### config.mk
export PLATFORM = sky130hd
export DESIGN_NAME = mem_cfg_regs
export DESIGN_NICKNAME = d
export VERILOG_FILES = /design/src/hw/mem_pkg.sv /design/src/hw/mem_cfg_regs.sv
export SDC_FILE = /design/constraint.sdc
export NUM_CORES = 1
export LEC_CHECK = 0
export BUFFER_PORTS_ARGS = -buffer_cell sky130_fd_sc_hd__buf_2
export CORE_MARGIN = 1.5
export CORE_UTILIZATION = 60
export DETAILED_ROUTE_END_ITERATION = 6
export GPL_ROUTABILITY_DRIVEN = 0
export GPL_TIMING_DRIVEN = 0
export PLACE_DENSITY = 0.83
export SLEW_MARGIN = 10
export SYNTH_ARGS = -nofsm -noshare
export SYNTH_HDL_FRONTEND = slang
export SYNTH_SLANG_ARGS = --single-unit
### constraint.sdc
create_clock -name clk -period 4.85 [get_ports clk]
set_input_delay 0.485 -clock clk [delete_from_list [all_inputs] [get_ports clk]]
set_output_delay 0.485 -clock clk [all_outputs]
set_load 0.02 [all_outputs]
### src/hw/mem_pkg.sv
package mem_pkg;

	// widths of the memory system
	localparam int ADDR_W      = 20;
	localparam int LINE_W      = 128;
	localparam int WORD_W      = 32;
	localparam int OFFS_W      = 4;
	localparam int IDX_W       = ADDR_W - OFFS_W;
	localparam int BE_W        = LINE_W / 8;
	localparam int CFG_ADDR_W  = 2;
	localparam int LAT_W       = 3;

	// the store covers the full 20-bit byte address range
	localparam int MEM_LINES   = 65536;

	typedef logic [ADDR_W-1:0]     addr_t;
	typedef logic [LINE_W-1:0]     line_t;
	typedef logic [WORD_W-1:0]     word_t;
	typedef logic [IDX_W-1:0]      line_idx_t;
	typedef logic [BE_W-1:0]       byte_en_t;
	typedef logic [CFG_ADDR_W-1:0] cfg_addr_t;
	typedef logic [LAT_W-1:0]      lat_t;

	// configuration register map
	localparam cfg_addr_t REG_LATENCY     = 2'd0;
	localparam cfg_addr_t REG_READ_CNT    = 2'd1;
	localparam cfg_addr_t REG_WORD_WR_CNT = 2'd2;
	localparam cfg_addr_t REG_BYTE_WR_CNT = 2'd3;

	// access controller states
	typedef enum logic [1:0] {
		ST_IDLE,
		ST_WAIT,
		ST_RESP
	} ctrl_state_e;

endpackage

### src/hw/mem_cfg_regs.sv
`timescale 1ns/1ps

module mem_cfg_regs (
	input  logic               clk,
	input  logic               arst_n_i,

	// configuration bus
	input  logic               cfg_wr_en_i,
	input  mem_pkg::cfg_addr_t cfg_addr_i,
	input  mem_pkg::word_t     cfg_wdata_i,
	output mem_pkg::word_t     cfg_rdata_o,

	// controller side
	output mem_pkg::lat_t      latency_o,
	input  logic               rd_done_i,
	input  logic               word_wr_done_i,
	input  logic               byte_wr_done_i
);
	import mem_pkg::*;

	localparam int NUM_CNT = 3;

	lat_t               latency_q;
	word_t              cnt_q [NUM_CNT];
	logic [NUM_CNT-1:0] evt;
	logic [NUM_CNT-1:0] cnt_clr;

	// counter i sits at register address REG_READ_CNT + i
	assign evt = {byte_wr_done_i, word_wr_done_i, rd_done_i};

	always_comb begin
		for (int i = 0; i < NUM_CNT; i++) begin
			cnt_clr[i] = cfg_wr_en_i && (cfg_addr_i == REG_READ_CNT + cfg_addr_t'(i));
		end
	end

	assign latency_o = latency_q;

	always_ff @(posedge clk or negedge arst_n_i) begin
		if (!arst_n_i) begin
			latency_q <= '0;
		end else if (cfg_wr_en_i && cfg_addr_i == REG_LATENCY) begin
			latency_q <= cfg_wdata_i[LAT_W-1:0];
		end
	end

	// a clear in the same cycle as an event wins and that event is not counted
	always_ff @(posedge clk or negedge arst_n_i) begin
		if (!arst_n_i) begin
			for (int i = 0; i < NUM_CNT; i++) begin
				cnt_q[i] <= '0;
			end
		end else begin
			for (int i = 0; i < NUM_CNT; i++) begin
				if (cnt_clr[i]) begin
					cnt_q[i] <= '0;
				end else if (evt[i]) begin
					cnt_q[i] <= cnt_q[i] + 1'b1;
				end
			end
		end
	end

	// read data follows the address without a clock
	always_comb begin
		unique case (cfg_addr_i)
			REG_LATENCY:     cfg_rdata_o = word_t'(latency_q);
			REG_READ_CNT:    cfg_rdata_o = cnt_q[0];
			REG_WORD_WR_CNT: cfg_rdata_o = cnt_q[1];
			REG_BYTE_WR_CNT: cfg_rdata_o = cnt_q[2];
			default:         cfg_rdata_o = '0;
		endcase
	end

endmodule

==> summary.md, run 1 <==
| Metric | Value |
|---|---|
| Nets | 695 |
| Peak VDD IR | 0.262 mV |
| Fraction of registers with async set/reset | 100% |
| YS warnings | 0 |
| Worst setup SP type | primary input |
| Area Growth Syn to Fin | 10.7% |
| Detailed Routing Iterations Pass 1 | 5 |
| TritonCTS clock tree | built |
| Syn avg cell area | 9.45 um2 |
| Tmin final | 2.97 ns |
| Worst Hold Class | primary input to async pin |
| Die Area | 9990 um2 |
| Grt ovf | 0 |
| Syn nets | 640 |
| R2R Setup Slk | 2.46 ns |
| # H-tree levels | 3 |
| I/O Buffers | 43 |
| Initial Util | 61.3% |
| Final Skew | 0.00778 ns |
| Vias in the first global route | 4820 |
| Largest net degree at the start of global routing | 54 |
| Status | completed |
| Slowest CP cell | clkbuf_1 |
| Tot GR Track Use | 30.5% |
| Biggest area consumer among synthesized cells | dfrtp_1 |
| Post-synth EDFFs | 0 |
| Slew Limit Fails | 0 |
| Worst EP required | 4.37 ns |
| Buffer depth of the longest clock path | 2 |
| Multi-input gate area | 3000 um2 |
| Reg-to-Reg End | cnt_q[26] |
| Max-cap violations | 0 |
| Top cell type's share of synthesized area | 43.9% |
| Sequential share of the synthesized area | 43.9% |
| Commonest non-fill, non-tap cells in the layout | dfrtp_1, nor2_1, xnor2_1, buf_2, nand2_1 |
| Num rows | 35 |
| Post-layout util | 67.9% |
| Vias per cell | 6.42 |
| Fin. Hold Viols | 0 |
| Remaining DRCs | 0 |
| Iteration-0 DRC Markers | 358 |
| Clock transition at path regs | 0.09 ns |
| DP HPWL | 10.5 mm |
| CORE AREA | 9200 um2 |
| I/O pin count | 75 |
| Leading cell type in the layout, fill and taps excluded | dfrtp_1 |
| Fillcell total | 733 |
| Layout cells sized above 1 | 15.4% |
| Post-route total power | 1.80 mW |
| Unrepaired setup endpoints after global routing | false |
| Setup repair bufs after CTS | 0 |
| DIE WIDTH | 99.9 um |
| Synth area leaders | dfrtp_1, xnor2_1, mux2_2 |
| Crit path max fanout | 10 |
| Data arrival, critical path | 2.48 ns |
| Critical path class | primary input to output pin |
| CTS root buf | clkbuf_8 |
| DR WL/cell | 18.9 um |
| Cts repair resizes | 0 |
| Initial antenna violation count | 0 |
| Die Height | 99.9 um |
| Latest clock arrival within the worst-skew pair | 0.37 ns |
| Slew headroom | 51.2% |
| Crit. End Element | output pin |
| Setup_tns | 0 ns |
| Worst-Margin Slew | 0.730 ns |
| Sink Count | 99 |
| ANT cells | 0 |
| Final setup violation count | 0 |
| Drt total wl | 14.5 mm |
| Seq cells post-synth | 99 |
| Reg2reg start | cnt_q[22] |
| Crit-path cells | buf_2, buf_1, clkbuf_1, mux2_2, a22o_1, buf_2 |
| Period utilisation layout | 61.2% |
| Critical Path Max Stage Delay | 0.59 ns |
| Post-synthesis cell type count | 44 |
| Cells after Synth | 597 |
| Reg area | 2480 um2 |
| Global-route wire length before repair | 23.6 mm |
| Final ANT Viol Nets | 0 |
| Pwr dens | 289 nW/um2 |
| CTS buffer count | 9 |
| Syn Std Cell Area | 5640 um2 |
| Hold-fix buffers, CTS | 0 |
| Most common cell on crit path | buf_2 |
| Via count | 4921 |
| FF-to-FF path depth | 5 |
| Achievable Freq | 337 MHz |
| Ys flop type | dfrtp_1 |
| Leakage | 2.68 nW |
[critical path: cells and delay by family]
| kind | cells | cell delay, ns |
|---|---|---|
| compound gates | 1 | 0.19 |
| buf+inv | 4 | 1.37 |
| mux | 1 | 0.43 |
[cells by family after synthesis]
kind of cell | Yosys count | share of synthesized area (%)
buf+inv | 42 | 2.80
compound gates | 72 | 8.72
xor+xnor | 74 | 11.5
fa+ha+maj | 3 | 0.666
flops | 99 | 43.9
mux | 35 | 7.52
simple gates | 272 | 24.9
[through the flow]
stage / hold WS [ns] / worst slack, ns / instances / instance area [um2]
2_1_floorplan: 0.189 / 2.56 / 597 / 5640
3_3_place_gp: 0.525 / 1.96 / 751 / 5990
3_5_place_dp: 0.526 / 1.93 / 752 / 6020
4_1_cts: 0.150 / 1.91 / 767 / 6240
5_1_grt: 0.179 / 1.82 / 767 / 6240
6_report: 0.131 / 1.88 / 767 / 6240
[worst max-delay path by stage]
stage | startpoint | slack [ns] | endpoint
final | cfg_addr_i[0] | 1.88 | cfg_rdata_o[13]
after global routing | cfg_addr_i[0] | 1.82 | cfg_rdata_o[13]
after global placement | cfg_addr_i[0] | 1.96 | cfg_rdata_o[13]
after CTS | cfg_addr_i[0] | 1.91 | cfg_rdata_o[13]
after floorplan | cfg_addr_i[0] | 2.56 | cfg_rdata_o[10]
after detailed placement | cfg_addr_i[0] | 1.93 | cfg_rdata_o[13]
[cell type report]
cell class | instances | area share (%)
Multi-Input combinational cell | 456 | 48.1
Sequential cell | 99 | 39.7
Timing Repair Buffer | 44 | 3.93
Clock buffer | 11 | 2.27
Tap cell | 111 | 2.23
Buffer | 31 | 1.86
Clock inverter | 4 | 1.20
Inverter | 11 | 0.662
[state kept, by name (all words and copies together), names as in the netlist]
signal     cells
cnt_q         96
latency_o      3
[where the power goes]
| group | internal [mW] | leakage, nW | switching, mW |
|---|---|---|---|
| clock | 0.302 | 0.102 | 0.283 |
| sequential | 0.878 | 1.36 | 0.0814 |
| combinational | 0.106 | 1.22 | 0.152 |
[synth_stat cells, types with 4 or more instances]
| cell type | n |
|---|---|
| inv_1 | 11 |
| clkbuf_1 | 28 |
| xnor2_1 | 42 |
| nor4_1 | 14 |
| dfrtp_1 | 99 |
| nor2_1 | 87 |
| nor3_1 | 16 |
| mux2_2 | 29 |
| nand3_1 | 35 |
| nand2_1 | 36 |
| or4_1 | 4 |
| or3_1 | 13 |
| and3_1 | 9 |
| and2_1 | 4 |
| xor2_1 | 32 |
| o21ai_0 | 18 |
| a22o_1 | 29 |
| a21oi_1 | 18 |
| and4_1 | 7 |
| nand4_1 | 29 |
[per-layer routing]
layer	up-vias	share of wire (%)	GRT usage [%]
met2	238	48	50.0
met5	-	0	0
met4	0	2.7	12.2
met1	2406	41	40.4
met3	33	7.7	5.43
li1	2244	-	-
(Power assumes the default switching activity.)
==> run 2, diff against run 1 <==
--- a/config.mk
+++ b/config.mk
@@ -7,11 +7,11 @@
 export LEC_CHECK = 0
 export BUFFER_PORTS_ARGS = -buffer_cell sky130_fd_sc_hd__buf_2
 export CORE_MARGIN = 1.5
-export CORE_UTILIZATION = 60
+export CORE_UTILIZATION = 58
 export DETAILED_ROUTE_END_ITERATION = 6
 export GPL_ROUTABILITY_DRIVEN = 0
 export GPL_TIMING_DRIVEN = 0
-export PLACE_DENSITY = 0.83
+export PLACE_DENSITY = 0.8
 export SLEW_MARGIN = 10
 export SYNTH_ARGS = -nofsm -noshare
 export SYNTH_HDL_FRONTEND = slang
==> constraint.sdc (replaced) <==
create_clock -name clk -period 3 [get_ports clk]
set_input_delay 0.3 -clock clk [delete_from_list [all_inputs] [get_ports clk]]
set_output_delay 0.3 -clock clk [all_outputs]
set_load 0.02 [all_outputs]
==> run 2 against run 1 <==
Against the previous run:
- cell count is 2.6% higher
- largest cell class unchanged
- combinational power is 61% higher
- register-to-register slack worse by 1.8 ns
- die area is 3.3% higher
==> summary.md, run 2 (synthesis gave the netlist of run 1 again) <==
| Metric | Value |
|---|---|
| Die Area | 10300 um2 (+3.3%) |
| Peak VDD IR | 0.367 mV (+40%) |
| Fin. Hold Viols | 0 (unchanged) |
| TritonCTS clock tree | built |
| Unrepaired setup endpoints after global routing | false |
| Non-filler cells, final | 787 (+2.6%) |
| Cell area after layout | 6280 um2 (+0.64%) |
| Sink Count | 99 (unchanged) |
| P_sw | 857 uW (+66%) |
| Final setup violation count | 0 (unchanged) |
| Pint | 2.09 mW (+62%) |
| Placed Area | 6050 um2 (+0.37%) |
| Latest clock arrival within the worst-skew pair | 0.39 ns (+0.02 ns) |
| Period utilisation layout | 86.6% |
| Worst EP required | 2.70 ns (-1.67 ns) |
| Top reg by flops | cnt_q |
| Slew Limit Fails | 0 (unchanged) |
| I/O pin count | 75 (unchanged) |
| Status | completed |
| Net Sw Frac | 29.1% (+0.47 points) |
| Grt ovf | 0 (unchanged) |
| DP HPWL | 10.5 mm (+0.37%) |
| Max-cap violations | 0 (unchanged) |
| # H-tree levels | 3 (unchanged) |
| Initial antenna violation count | 0 (unchanged) |
| Crit. End Element | output pin |
| Die Height | 102 um (+1.7%) |
| Clock transition at path regs | 0.09 ns (about the same) |
| Largest net degree at the start of global routing | 66 (+22%) |
| ANT cells | 0 (unchanged) |
| I/O Buffers | 43 (unchanged) |
| Max reg flops | 96 (unchanged) |
| Post-route setup slack | 0.402 ns (-1.48 ns) |
| Area Growth Syn to Fin | 11.4% |
| Combinational share of power | 14.2% (about the same) |
| Fillcell total | 786 (+7.2%) |
| Iteration-0 DRC Markers | 380 (+6.1%) |
| Worst-Margin Slew | 0.797 ns (+0.0670 ns) |
| Place WS | 0.465 ns (-1.46 ns) |
| Detailed Routing Iterations Pass 1 | 5 (unchanged) |
| Buffer depth of the longest clock path | 2 (unchanged) |
| Clock power frac | 33.1% (+0.6 points) |
| Placed instance count | 770 (+2.4%) |
| Crit path max fanout | 10 (unchanged) |
| CTS root buf | clkbuf_8 |
| Slew headroom | 46.7% (-4.5 points) |
| Commonest non-fill, non-tap cells in the layout | dfrtp_1, nor2_1, xnor2_1, buf_2, nand2_1 |
| Tmin final | 2.60 ns |
| Remaining DRCs | 0 (unchanged) |
| Num rows | 35 (unchanged) |
| DR WL/cell | 18.6 um (-1.9%) |
| Leading cell type in the layout, fill and taps excluded | dfrtp_1 |
| CTS buffer count | 9 (unchanged) |
| Layout cells sized above 1 | 15.7% (+0.26 points) |
| Vias per cell | 6.23 (-3.0%) |
| Data arrival, critical path | 2.30 ns (-0.18 ns) |
| Worst Hold Class | primary input to register |
| Critical path class | primary input to output pin |
| Final ANT Viol Nets | 0 (unchanged) |
| Nets | 696 (+0.14%) |
| DIE WIDTH | 102 um (+1.7%) |
| Final Skew | 0.0133 ns (+0.00547 ns) |
| Worst setup SP type | primary input |
| Via count | 4900 (-0.43%) |
| Achievable Freq | 385 MHz |
| Setup repair bufs after CTS | 0 (unchanged) |
| Initial Util | 60.5% (-0.86 points) |
| Flop pwr share | 52.7% (-0.5 points) |
| Vias in the first global route | 4648 (-3.6%) |
| Pwr dens | 469 nW/um2 (+62%) |
| Leakage | 2.70 nW (+0.57%) |
| Setup_tns | 0 ns (unchanged) |
| Drt total wl | 14.6 mm (+0.65%) |
| CORE AREA | 9330 um2 (+1.4%) |
| Tot GR Track Use | 29.8% (-0.75 points) |
| Global-route wire length before repair | 23.3 mm (-1.4%) |
-- run 2: cell types whose count changed in the layout (fill, tap and decap cells not counted), sizes merged --
cell	previous run	this run
clkinvlp	2	1
inv	11	12
clkinv	0	2
dlygate4sd3	0	1
clkbuf	39	38
-- run 2: power groups by stage --
| stage | clock network (mW) | logic, mW | registers, mW |
|---|---|---|---|
| 6_report | 0.975 | 0.417 | 1.55 |
| 5_1_grt | 1.03 | 0.461 | 1.56 |
| 4_1_cts | 0.990 | 0.420 | 1.55 |
| 3_5_place_dp | 0 | 0.414 | 1.57 |
| 3_3_place_gp | 0 | 0.393 | 1.57 |
| 2_1_floorplan | 0 | 0.278 | 1.54 |
-- run 2: layer usage --
layer	routed length, um	track usage, %	vias up	share of wire (%)
li1	-	-	2250	-
met1	6460	41.8	2444	44
met2	6980	46.4	177	48
met3	875	5.94	29	6.0
met4	303	10.1	0	2.1
met5	0	0	-	0
-- run 2: timing repair --
item                                   in CTS  in global routing
resized for setup                           0                  0
hold buffers                                1                  0
endpoints found under the hold margin      34                  0
-- run 2: worst paths after layout --
path,from,endpoint,slack (ns),cells past startpoint
min in group asynchronous,arst_n_i,cnt_q[26],0.41,2
worst max-delay path,cfg_addr_i[0],cfg_rdata_o[28],0.40,6
max in group asynchronous,arst_n_i,cnt_q[73],1.91,3
worst min register to register,latency_o[1],latency_o[1],0.54,1
worst min-delay path,cfg_wdata_i[1],latency_o[1],0.14,2
worst max register to register,cnt_q[22],cnt_q[26],0.63,5
-- run 2: critical path: stages --
cell      delay [ns]
buf_2           0.12
buf_1           0.48
clkbuf_1        0.60
mux2_2          0.44
a22o_1          0.19
buf_2           0.16
-- run 2: area by class of cell --
class                   count  area (um2)  share of cell area [%]
clock inverters             6        86.3                    1.37
inverters                  11        41.3                   0.658
clock buffers              10         138                    2.19
multi-input cells         456        3000                    47.8
plain buffers              31         116                    1.85
flip-flops and latches     99        2480                    39.5
repair buffers             45         255                    4.06
well taps                 129         161                    2.57
-- run 2: per-stage QoR --
step                hold slack, ns  utilization [%]  power, mW
floorplan                  0.00441                -       1.82
global placement             0.521             64.5       1.96
detailed placement           0.296             64.8       1.99
CTS                          0.133             67.3       2.96
global route                 0.128             67.3       3.06
finish                       0.143             67.3       2.94
