==> src/hw/mem_pkg.sv <==
package mem_pkg;

	// widths of the memory system
	localparam int ADDR_W      = 20;
	localparam int LINE_W      = 128;
	localparam int WORD_W      = 32;
	localparam int OFFS_W      = 4;
	localparam int IDX_W       = ADDR_W - OFFS_W;
	localparam int BE_W        = LINE_W / 8;
	localparam int CFG_ADDR_W  = 2;
	localparam int LAT_W       = 3;

	// the store covers the full 20-bit byte address range
	localparam int MEM_LINES   = 65536;

	typedef logic [ADDR_W-1:0]     addr_t;
	typedef logic [LINE_W-1:0]     line_t;
	typedef logic [WORD_W-1:0]     word_t;
	typedef logic [IDX_W-1:0]      line_idx_t;
	typedef logic [BE_W-1:0]       byte_en_t;
	typedef logic [CFG_ADDR_W-1:0] cfg_addr_t;
	typedef logic [LAT_W-1:0]      lat_t;

	// configuration register map
	localparam cfg_addr_t REG_LATENCY     = 2'd0;
	localparam cfg_addr_t REG_READ_CNT    = 2'd1;
	localparam cfg_addr_t REG_WORD_WR_CNT = 2'd2;
	localparam cfg_addr_t REG_BYTE_WR_CNT = 2'd3;

	// access controller states
	typedef enum logic [1:0] {
		ST_IDLE,
		ST_WAIT,
		ST_RESP
	} ctrl_state_e;

endpackage

==> src/hw/mem_access_ctrl.sv <==
`timescale 1ns/1ps

module mem_access_ctrl (
	input  logic               clk,
	input  logic               arst_n_i,

	// read request channel
	input  logic               rd_valid_i,
	input  mem_pkg::addr_t     rd_addr_i,
	output logic               rd_ready_o,

	// write channel
	input  logic               wr_valid_i,
	input  mem_pkg::addr_t     wr_addr_i,
	input  mem_pkg::word_t     wr_data_i,
	input  logic               wr_byte_i,
	output logic               wr_ready_o,

	// read response channel
	output logic               rd_resp_valid_o,
	output mem_pkg::line_t     rd_resp_data_o,
	output mem_pkg::addr_t     rd_resp_addr_o,
	input  logic               rd_resp_ready_i,

	// line store
	output logic               ram_en_o,
	output logic               ram_we_o,
	output mem_pkg::line_idx_t ram_idx_o,
	output mem_pkg::byte_en_t  ram_be_o,
	output mem_pkg::line_t     ram_wdata_o,
	input  mem_pkg::line_t     ram_rdata_i,

	// register block
	input  mem_pkg::lat_t      latency_i,
	output logic               rd_done_o,
	output logic               word_wr_done_o,
	output logic               byte_wr_done_o
);
	import mem_pkg::*;

	ctrl_state_e state_q;
	ctrl_state_e state_d;
	lat_t        lat_cnt_q;
	line_t       resp_data_q;
	addr_t       resp_addr_q;

	logic        idle;
	logic        wr_go;
	logic        rd_go;
	logic        wait_done;
	byte_en_t    word_be;
	byte_en_t    byte_be;

	assign idle = (state_q == ST_IDLE);

	// a pending write hides the read ready, so writes win in idle
	assign wr_ready_o = idle;
	assign rd_ready_o = idle && !wr_valid_i;

	assign wr_go = wr_valid_i && wr_ready_o;
	assign rd_go = rd_valid_i && rd_ready_o;

	assign wait_done = (state_q == ST_WAIT) && (lat_cnt_q == '0);

	// enables for the addressed word or the single addressed byte
	assign word_be = byte_en_t'(4'hF) << {wr_addr_i[3:2], 2'b00};
	assign byte_be = byte_en_t'(1'b1) << wr_addr_i[OFFS_W-1:0];

	// the store is driven straight from the accepted request, so a write
	// lands on its acceptance edge and a read is registered on that same edge
	assign ram_en_o    = wr_go || rd_go;
	assign ram_we_o    = wr_go;
	assign ram_idx_o   = wr_go ? wr_addr_i[ADDR_W-1:OFFS_W] : rd_addr_i[ADDR_W-1:OFFS_W];
	assign ram_be_o    = wr_byte_i ? byte_be : word_be;
	assign ram_wdata_o = wr_byte_i ? {BE_W{wr_data_i[7:0]}} : {(LINE_W/WORD_W){wr_data_i}};

	assign rd_resp_valid_o = (state_q == ST_RESP);
	assign rd_resp_data_o  = resp_data_q;
	assign rd_resp_addr_o  = resp_addr_q;

	// event pulses for the counters
	assign word_wr_done_o = wr_go && !wr_byte_i;
	assign byte_wr_done_o = wr_go && wr_byte_i;
	assign rd_done_o      = rd_resp_valid_o && rd_resp_ready_i;

	always_comb begin
		state_d = state_q;
		unique case (state_q)
			ST_IDLE: begin
				if (rd_go) begin
					state_d = ST_WAIT;
				end
			end
			ST_WAIT: begin
				if (lat_cnt_q == '0) begin
					state_d = ST_RESP;
				end
			end
			ST_RESP: begin
				// hold until the response is taken
				if (rd_resp_ready_i) begin
					state_d = ST_IDLE;
				end
			end
			default: begin
				state_d = ST_IDLE;
			end
		endcase
	end

	always_ff @(posedge clk or negedge arst_n_i) begin
		if (!arst_n_i) begin
			state_q   <= ST_IDLE;
			lat_cnt_q <= '0;
		end else begin
			state_q <= state_d;
			// latency is sampled once per read so later register writes do not affect it
			if (rd_go) begin
				lat_cnt_q <= latency_i;
			end else if (state_q == ST_WAIT && lat_cnt_q != '0) begin
				lat_cnt_q <= lat_cnt_q - 1'b1;
			end
		end
	end

	// response payload
	always_ff @(posedge clk) begin
		if (rd_go) begin
			resp_addr_q <= rd_addr_i;
		end
		if (wait_done) begin
			resp_data_q <= ram_rdata_i;
		end
	end

endmodule

==> config.mk <==
export PLATFORM = sky130hd
export DESIGN_NAME = mem_access_ctrl
export DESIGN_NICKNAME = d
export VERILOG_FILES = /design/src/hw/mem_pkg.sv /design/src/hw/mem_access_ctrl.sv
export SDC_FILE = /design/constraint.sdc
export NUM_CORES = 1
export LEC_CHECK = 0
export BUFFER_PORTS_ARGS = -buffer_cell sky130_fd_sc_hd__clkbuf_2
export CAP_MARGIN = 20
export CORE_AREA = 2 2 201 203
export CTS_CLUSTER_SIZE = 16
export DETAILED_ROUTE_END_ITERATION = 10
export DIE_AREA = 0 0 203 205
export GPL_TIMING_DRIVEN = 0
export PLACE_DENSITY = 0.53
export SYNTH_ARGS = -nofsm -noshare
export SYNTH_HDL_FRONTEND = slang
export SYNTH_SLANG_ARGS = --single-unit
==> constraint.sdc <==
create_clock -name clk -period 7.4 [get_ports clk]
set_clock_uncertainty 0.2 [all_clocks]
set_input_delay 0 -clock clk [delete_from_list [all_inputs] [get_ports clk]]
set_output_delay 0 -clock clk [all_outputs]
set_load 0.05 [all_outputs]
==> out/summary.txt, run 1 <==
FMAX - 409 MHz
Maximum VDD drop - 0.181 mV
Shortest period the worst path allows - 2450 ps
Cell taking the most area after synthesis - sky130_fd_sc_hd__edfxtp_1
Post-synthesis instance area - 6120 um^2
Utilization of the core after routing - 29.7%
Clk Latency, worst-skew pair - 430 ps
Layout Cell Area excl Fill - 11,700 um^2
Power density relative to cell area - 303 nW/um^2
Commonest cells post-synth - sky130_fd_sc_hd__edfxtp_1 (148), sky130_fd_sc_hd__buf_4 (105), sky130_fd_sc_hd__nand2_1 (60)
Standard-cell rows - 73
Max Used Layer - met5
Post-Synthesis Net Count - 633
Sequential fraction of the synthesis area - 74.6%
Die Y - 205 um
Weighted congestion at the end of routability-driven global placement - 0.788
Share of synthesized flip-flops with an asynchronous set or reset - 3.27%
Critical path data required time - 7200 ps
Detailed-route wire length per cell - 15.5 um
Status - finished clean
Static leakage - 5.62 nW
Post-detailed-route count of antenna-violating nets - 0
Top cell type's share of synthesized area - 72.6%
Met3 Routed Length - 2160 um
Synthesis-to-finish area growth - 91.1%
Detailed-route wire length - 25,900 um
Capture point of the worst path - ram_idx_o[10]
R2r setup slk - 5020 ps
Number of enable-type register cells in the synthesized netlist - 148
Post-layout net count - 1,339
Overall die width - 203 um
Critical path launch point type - flop
Final Cycle Share - 33.1%
TritonCTS buffer count - 17
Combined area of the multi-input logic cells - 626 um^2
Via count of the first global-routing pass - 5,816
Top Ports - 525
Pin count of the biggest net entering global routing - 37
Met2 wire length - 13,900 um
Maximum fanout along the worst path - 10
Number of filler cells placed in the layout - 4,049
Post-Place Cells - 1,476
Average instance area after synthesis - 14.5 um^2
Top-count cell post-synth - sky130_fd_sc_hd__edfxtp_1
Largest cells by area after synthesis - sky130_fd_sc_hd__edfxtp_1 (73%), sky130_fd_sc_hd__buf_4 (13%), sky130_fd_sc_hd__nand2_1 (3.7%), sky130_fd_sc_hd__dfrtp_1 (2.0%), sky130_fd_sc_hd__o21ai_0 (2.0%)
H-tree Lvls - 4
Placeable Area - 39,400 um^2
Postcts setup bufs - 0
Post-place instance area - 9500 um^2
Buffer type at the clock tree root - sky130_fd_sc_hd__clkbuf_16
Class of the most critical hold timing path - in2reg
Initial Util - 15.6%
Total of flip-flops plus latches after synthesis - 153
Layout cells sized above 1 - 59.2%
Worst reg2reg endpoint - lat_cnt_q[0]
# Max-Cap Violations - 0
Number of pins with negative max-slew slack in the final report - 0
Clk sinks - 153
DP Wirelength - 20,500 um
Number of failing setup endpoints in the final timing report - 0
Register-to-Register Path Depth - 6
CP startpoint - state_q[1]
Routed met1 length - 9340 um
Synth Instances - 422
Port Buffers - 523
Vias - 5,763
Clock transition time at the flip-flop clock pins of the worst setup and hold paths - 70 ps
PnR Total Power - 3.54 mW
Per-cell via count in the routed design - 3.46
Type of element capturing the critical path - output port
Transition time at the pin with the least slew margin - 1080 ps
Overall overflow remaining after global route - 0
Setup CP Type - reg2out
Total number of yosys warnings - 0
Distinct cell type count after synthesis - 29
Count of antenna diodes in the layout - 0
Max Buffers Root-to-Sink - 2
Slew Limit Headroom - 27.3%
Initial antenna violation count - 3
Finished Layout Cells - 1,666
Die Footprint - 41,600 um^2
Unrepaired setup endpoints after global routing - false
Pre-Repair DR Iteration Count - 4
Number of DRC violations after detailed-routing iteration 0 - 224
Main synth FF type - sky130_fd_sc_hd__edfxtp_1
Hold Violations, Final - 0
Global-route total usage across every layer - 11.7%
Sequential cell area - 4570 um^2
DR DRC count - 0
Worst hold path stage count - 2
Launching point of the worst reg2reg path - state_q[1]
TritonCTS clock tree - yes
Wire length of the first global-routing pass - 35,300 um
Data arrival, critical path - 2250 ps
==> state kept, by name, indices dropped and copies added, names as in the netlist <==
register	cells
lat_cnt_q	3
rd_resp_addr_o	20
rd_resp_data_o	128
state_q	2
==> logic make-up (layout without fill, tap and decap cells) <==
kind of cell	after synthesis	in the layout	share of synthesized area [%]
flip-flops	153	153	74.6
buffers and inverters	141	860	15.3
AND/OR/NAND/NOR	92	92	6.32
AO/OA/AOI/OAI	31	31	2.86
multiplexers	3	3	0.511
adder cells (fa/ha/maj)	2	2	0.409
==> timing repair <==
| item | in CTS | in global routing |
|---|---|---|
| resized for setup | 0 | 0 |
| hold buffers | 158 | 0 |
| hold endpoints to repair | 158 | 0 |
==> report_power, final <==
group          switching [mW]  internal [mW]
registers              0.0464           1.13
logic                    1.11          0.371
clock network           0.426          0.461
total                    1.58           1.96
==> per-layer routing <==
metal	global-route usage, %	vias up
li1	-	2759
met1	12.0	2625
met2	22.4	346
met3	4.06	31
met4	3.49	2
met5	0	-
==> through the flow <==
step	TNS, ps	hold WS [ps]	worst slack [ps]
final	0	71.5	4950
after global routing	0	51.5	4700
after CTS	0	34.3	4800
after detailed placement	0	-367	5080
after global placement	-285350	-369	-2240
after floorplan	0	-496	566
==> how the worst min path moves through the flow <==
| stage | start | slack [ps] | end |
|---|---|---|---|
| after floorplan | arst_n_i | -500 | lat_cnt_q[0] |
| after global placement | arst_n_i | -370 | state_q[1] |
| after detailed placement | arst_n_i | -370 | state_q[1] |
| after CTS | ram_rdata_i[108] | 30 | rd_resp_data_o[108] |
| after global routing | ram_rdata_i[45] | 50 | rd_resp_data_o[45] |
| final | ram_rdata_i[5] | 70 | rd_resp_data_o[5] |
==> cell type report <==
type / instances / area share (%)
clock buffer: 17 / 3.64
buffer: 111 / 7.02
inverter: 30 / 0.973
sequential: 153 / 39.1
timing repair buffer: 687 / 36.7
tap: 525 / 5.61
multi-input combinational: 128 / 5.35
clock inverter: 15 / 1.66
==> layout by cell type (no fill, tap or decap), drive strengths merged, types with 2 or more instances in the layout <==
cell,instances
clkbuf,543
a21boi,2
dfrtp,5
o21ai,24
nor2,15
nand2,62
buf,114
ha,2
nor3,5
nand2b,5
dlygate4sd3,158
clkinv,10
mux2i,2
o21a,2
inv,35
edfxtp,148
==> worst max-delay path: stages (launching register included) <==
cell and delay, ps:
sky130_fd_sc_hd__dfrtp_1 420, sky130_fd_sc_hd__nor2_1 210, sky130_fd_sc_hd__nand2_2 260, sky130_fd_sc_hd__inv_2 240, sky130_fd_sc_hd__buf_4 210, sky130_fd_sc_hd__nand2_1 80, sky130_fd_sc_hd__nand2_1 90, sky130_fd_sc_hd__clkbuf_2 280
Note: power is estimated with default switching activity, not from simulation.
==> run 2, diff against run 1 <==
PLACE_DENSITY = 0.52   (was 0.53)
clock period = 2.3 ns   (was 7.4 ns; I/O delays follow)
==> run 2 against run 1 <==
Effect of this change:
- the flow now finishes with violations (negative hold slack)
- clock power rose to 3.1 times the previous value
- combinational power rose to 3.3 times the previous value
- core utilization barely moved
- sequential power grew to 3.2 times the previous value
- total power grew to 3.2 times the previous value
- hold slack worse by 110 ps
- final area rose by 0.16%
- first-iteration DRC count decreased by 15%
- sequential share of layout area hardly changed
- flip-flop and latch count did not move
- clock-buffer cell count did not move
- critical endpoint is now lat_cnt_q[1]
- highest routed layer unchanged
==> out/summary.txt, run 2 (same netlist as run 1, synthesis figures left out) <==
Status - finished, violations left
Violated checks - negative hold slack
Initial Util - 15.6% (unchanged)
Final Cycle Share - 94.1%
Post-layout net count - 1,341 (+0.15%)
Setup CP Type - reg2reg
Die Y - 205 um (unchanged)
Number of failing setup endpoints in the final timing report - 0 (unchanged)
TritonCTS clock tree - yes
Data arrival, critical path - 2310 ps (+60 ps)
Clk Latency, worst-skew pair - 450 ps (+20 ps)
H-tree Lvls - 4 (unchanged)
Transition time at the pin with the least slew margin - 894 ps (-185 ps)
Standard-cell rows - 73 (unchanged)
Clk sinks - 153 (unchanged)
Total Negative Setup Slacks - 0 ps (unchanged)
Die Footprint - 41,600 um^2 (unchanged)
Combined area of the multi-input logic cells - 651 um^2 (+4.0%)
Maximum VDD drop - 0.410 mV (+130%)
Pin count of the biggest net entering global routing - 37 (unchanged)
Power density relative to cell area - 973 nW/um^2 (+220%)
# Max-Cap Violations - 0 (unchanged)
Placeable Area - 39,400 um^2 (unchanged)
Post-detailed-route count of antenna-violating nets - 0 (unchanged)
Initial antenna violation count - 5 (+2)
Wire length of the first global-routing pass - 38,500 um (+9.0%)
FMAX - 462 MHz
Worst hold slack after final layout - -41.6 ps (-113 ps)
Global-route total usage across every layer - 13.2% (+1.5 points)
Hold Violations, Final - 1 (+1)
Most common cell after layout, fill and taps aside - sky130_fd_sc_hd__clkbuf_2
Per-cell via count in the routed design - 3.54 (+2.4%)
Number of pins with negative max-slew slack in the final report - 0 (unchanged)
Unrepaired setup endpoints after global routing - false
CP max stage delay - 700 ps (+280 ps)
Shortest period the worst path allows - 2160 ps
Critical path data required time - 2450 ps (-4750 ps)
Critical path launch point type - flop
Synthesis-to-finish area growth - 91.4%
DP Wirelength - 22,900 um (+12%)
Critical path, cell by cell - nor3_2 > nand2_2 > dlygate4sd3_1 > mux2_2
Slew Limit Headroom - 39.8% (+12 points)
Flip-flop count of the largest register, all copies and words added - 128 (unchanged)
Via count of the first global-routing pass - 5,822 (+0.10%)
Detailed-route wire length per cell - 17.1 um (+9.8%)
Clock transition time at the flip-flop clock pins of the worst setup and hold paths - 80 ps (about the same)
Port Buffers - 523 (unchanged)
Static leakage - 5.62 nW (about the same)
Type of element capturing the critical path - flop
Maximum fanout along the worst path - 4 (-6)
Class of the most critical hold timing path - in2reg
Detailed-route wire length - 28,500 um (+10%)
Weighted congestion at the end of routability-driven global placement - 0.788 (unchanged)
Vias - 5,917 (+2.7%)
Top Ports - 525 (unchanged)
Layout cells sized above 1 - 59.9% (+0.68 points)
Max Buffers Root-to-Sink - 2 (unchanged)
DR DRC count - 0 (unchanged)
TritonCTS buffer count - 17 (unchanged)
Leading cell types in the layout, fill and taps excluded - sky130_fd_sc_hd__clkbuf_2 (515), sky130_fd_sc_hd__dlygate4sd3_1 (156), sky130_fd_sc_hd__edfxtp_1 (148)
Pre-Repair DR Iteration Count - 5 (+1)
Sequential cell area - 4570 um^2 (about the same)
Buffer type at the clock tree root - sky130_fd_sc_hd__clkbuf_16
Overall die width - 203 um (unchanged)
Number of filler cells placed in the layout - 4,055 (+0.15%)
Number of DRC violations after detailed-routing iteration 0 - 190 (-15%)
Overall overflow remaining after global route - 0 (unchanged)
PnR Total Power - 11.4 mW (+220%)
Critical-path cell with the highest stage delay - sky130_fd_sc_hd__dlygate4sd3_1
## run 2: changes by cell type in the layout (fill, tap and decap cells not counted), moves of 4 or more
| cell | change |
|---|---|
| sky130_fd_sc_hd__buf_4 | +4 |
| sky130_fd_sc_hd__clkbuf_2 | -8 |
| sky130_fd_sc_hd__clkbuf_4 | +7 |
| sky130_fd_sc_hd__clkinv_8 | -4 |
| sky130_fd_sc_hd__inv_6 | +5 |
## run 2: per-stage QoR
| stage | worst slack, ps | utilization, % | area, um^2 | cells | hold slack (ps) |
|---|---|---|---|---|---|
| global placement | -2020 | 23.9 | 9410 | 1470 | -313 |
| global route | 5.79 | 29.8 | 11700 | 1670 | 2.19 |
| detailed placement | -93.3 | 24.2 | 9530 | 1479 | -311 |
| CTS | 8.96 | 29.7 | 11700 | 1668 | 7.67 |
| floorplan | -899 | - | 6140 | 422 | -496 |
| finish | 137 | 29.8 | 11700 | 1670 | -41.6 |
## run 2: where the power goes
part	internal, mW	switching, mW	total [mW]
combinational	1.22	3.63	4.85
sequential	3.64	0.160	3.80
clock	1.44	1.32	2.76
total	6.30	5.11	11.4
## run 2: routing by layer
metal  routed length, um  track usage, %  vias up
li1                    -               -     2769
met1               10400            13.5     2730
met2               15400            25.1      371
met3                2060            4.12       45
met4                 688            4.64        2
met5                  13               0        -
## run 2: what timing repair did
item                                    in CTS  in global routing
hold buffers                               156                  0
gates cloned                                 0                  0
pin swaps                                    1                  0
setup buffers                                1                  0
endpoints found under the setup margin      50                 21
gates resized for setup                      9                  7
endpoints found under the hold margin      158                  0
## run 2: path summary, 6_finish.rpt
| path | from | to | slack [ps] | depth (start not counted) |
|---|---|---|---|---|
| worst max-delay path | state_q[1] | lat_cnt_q[1] | 140 | 4 |
| worst min-delay path | wr_valid_i | state_q[0] | -40 | 4 |
| worst max register to register | state_q[1] | lat_cnt_q[1] | 140 | 4 |
| worst min register to register | lat_cnt_q[0] | lat_cnt_q[0] | 310 | 1 |
| max in group asynchronous | arst_n_i | state_q[0] | 1220 | 3 |
| min in group asynchronous | arst_n_i | lat_cnt_q[1] | 360 | 3 |
## run 2: layout make-up
type,count,share of cell area (%)
Antenna cell,2,0.0427
Buffer,111,7.00
Clock buffer,17,3.63
Clock inverter,15,1.28
Inverter,30,0.993
Multi-Input combinational cell,128,5.55
Sequential cell,153,39.0
Tap cell,525,5.61
Timing Repair Buffer,689,36.9
## run 2: critical path, delay by kind of cell (launching register included)
kind	cells	cell delay (ps)
buffers and inverters	1	700
flip-flops	1	450
multiplexers	1	300
AND/OR/NAND/NOR	2	420
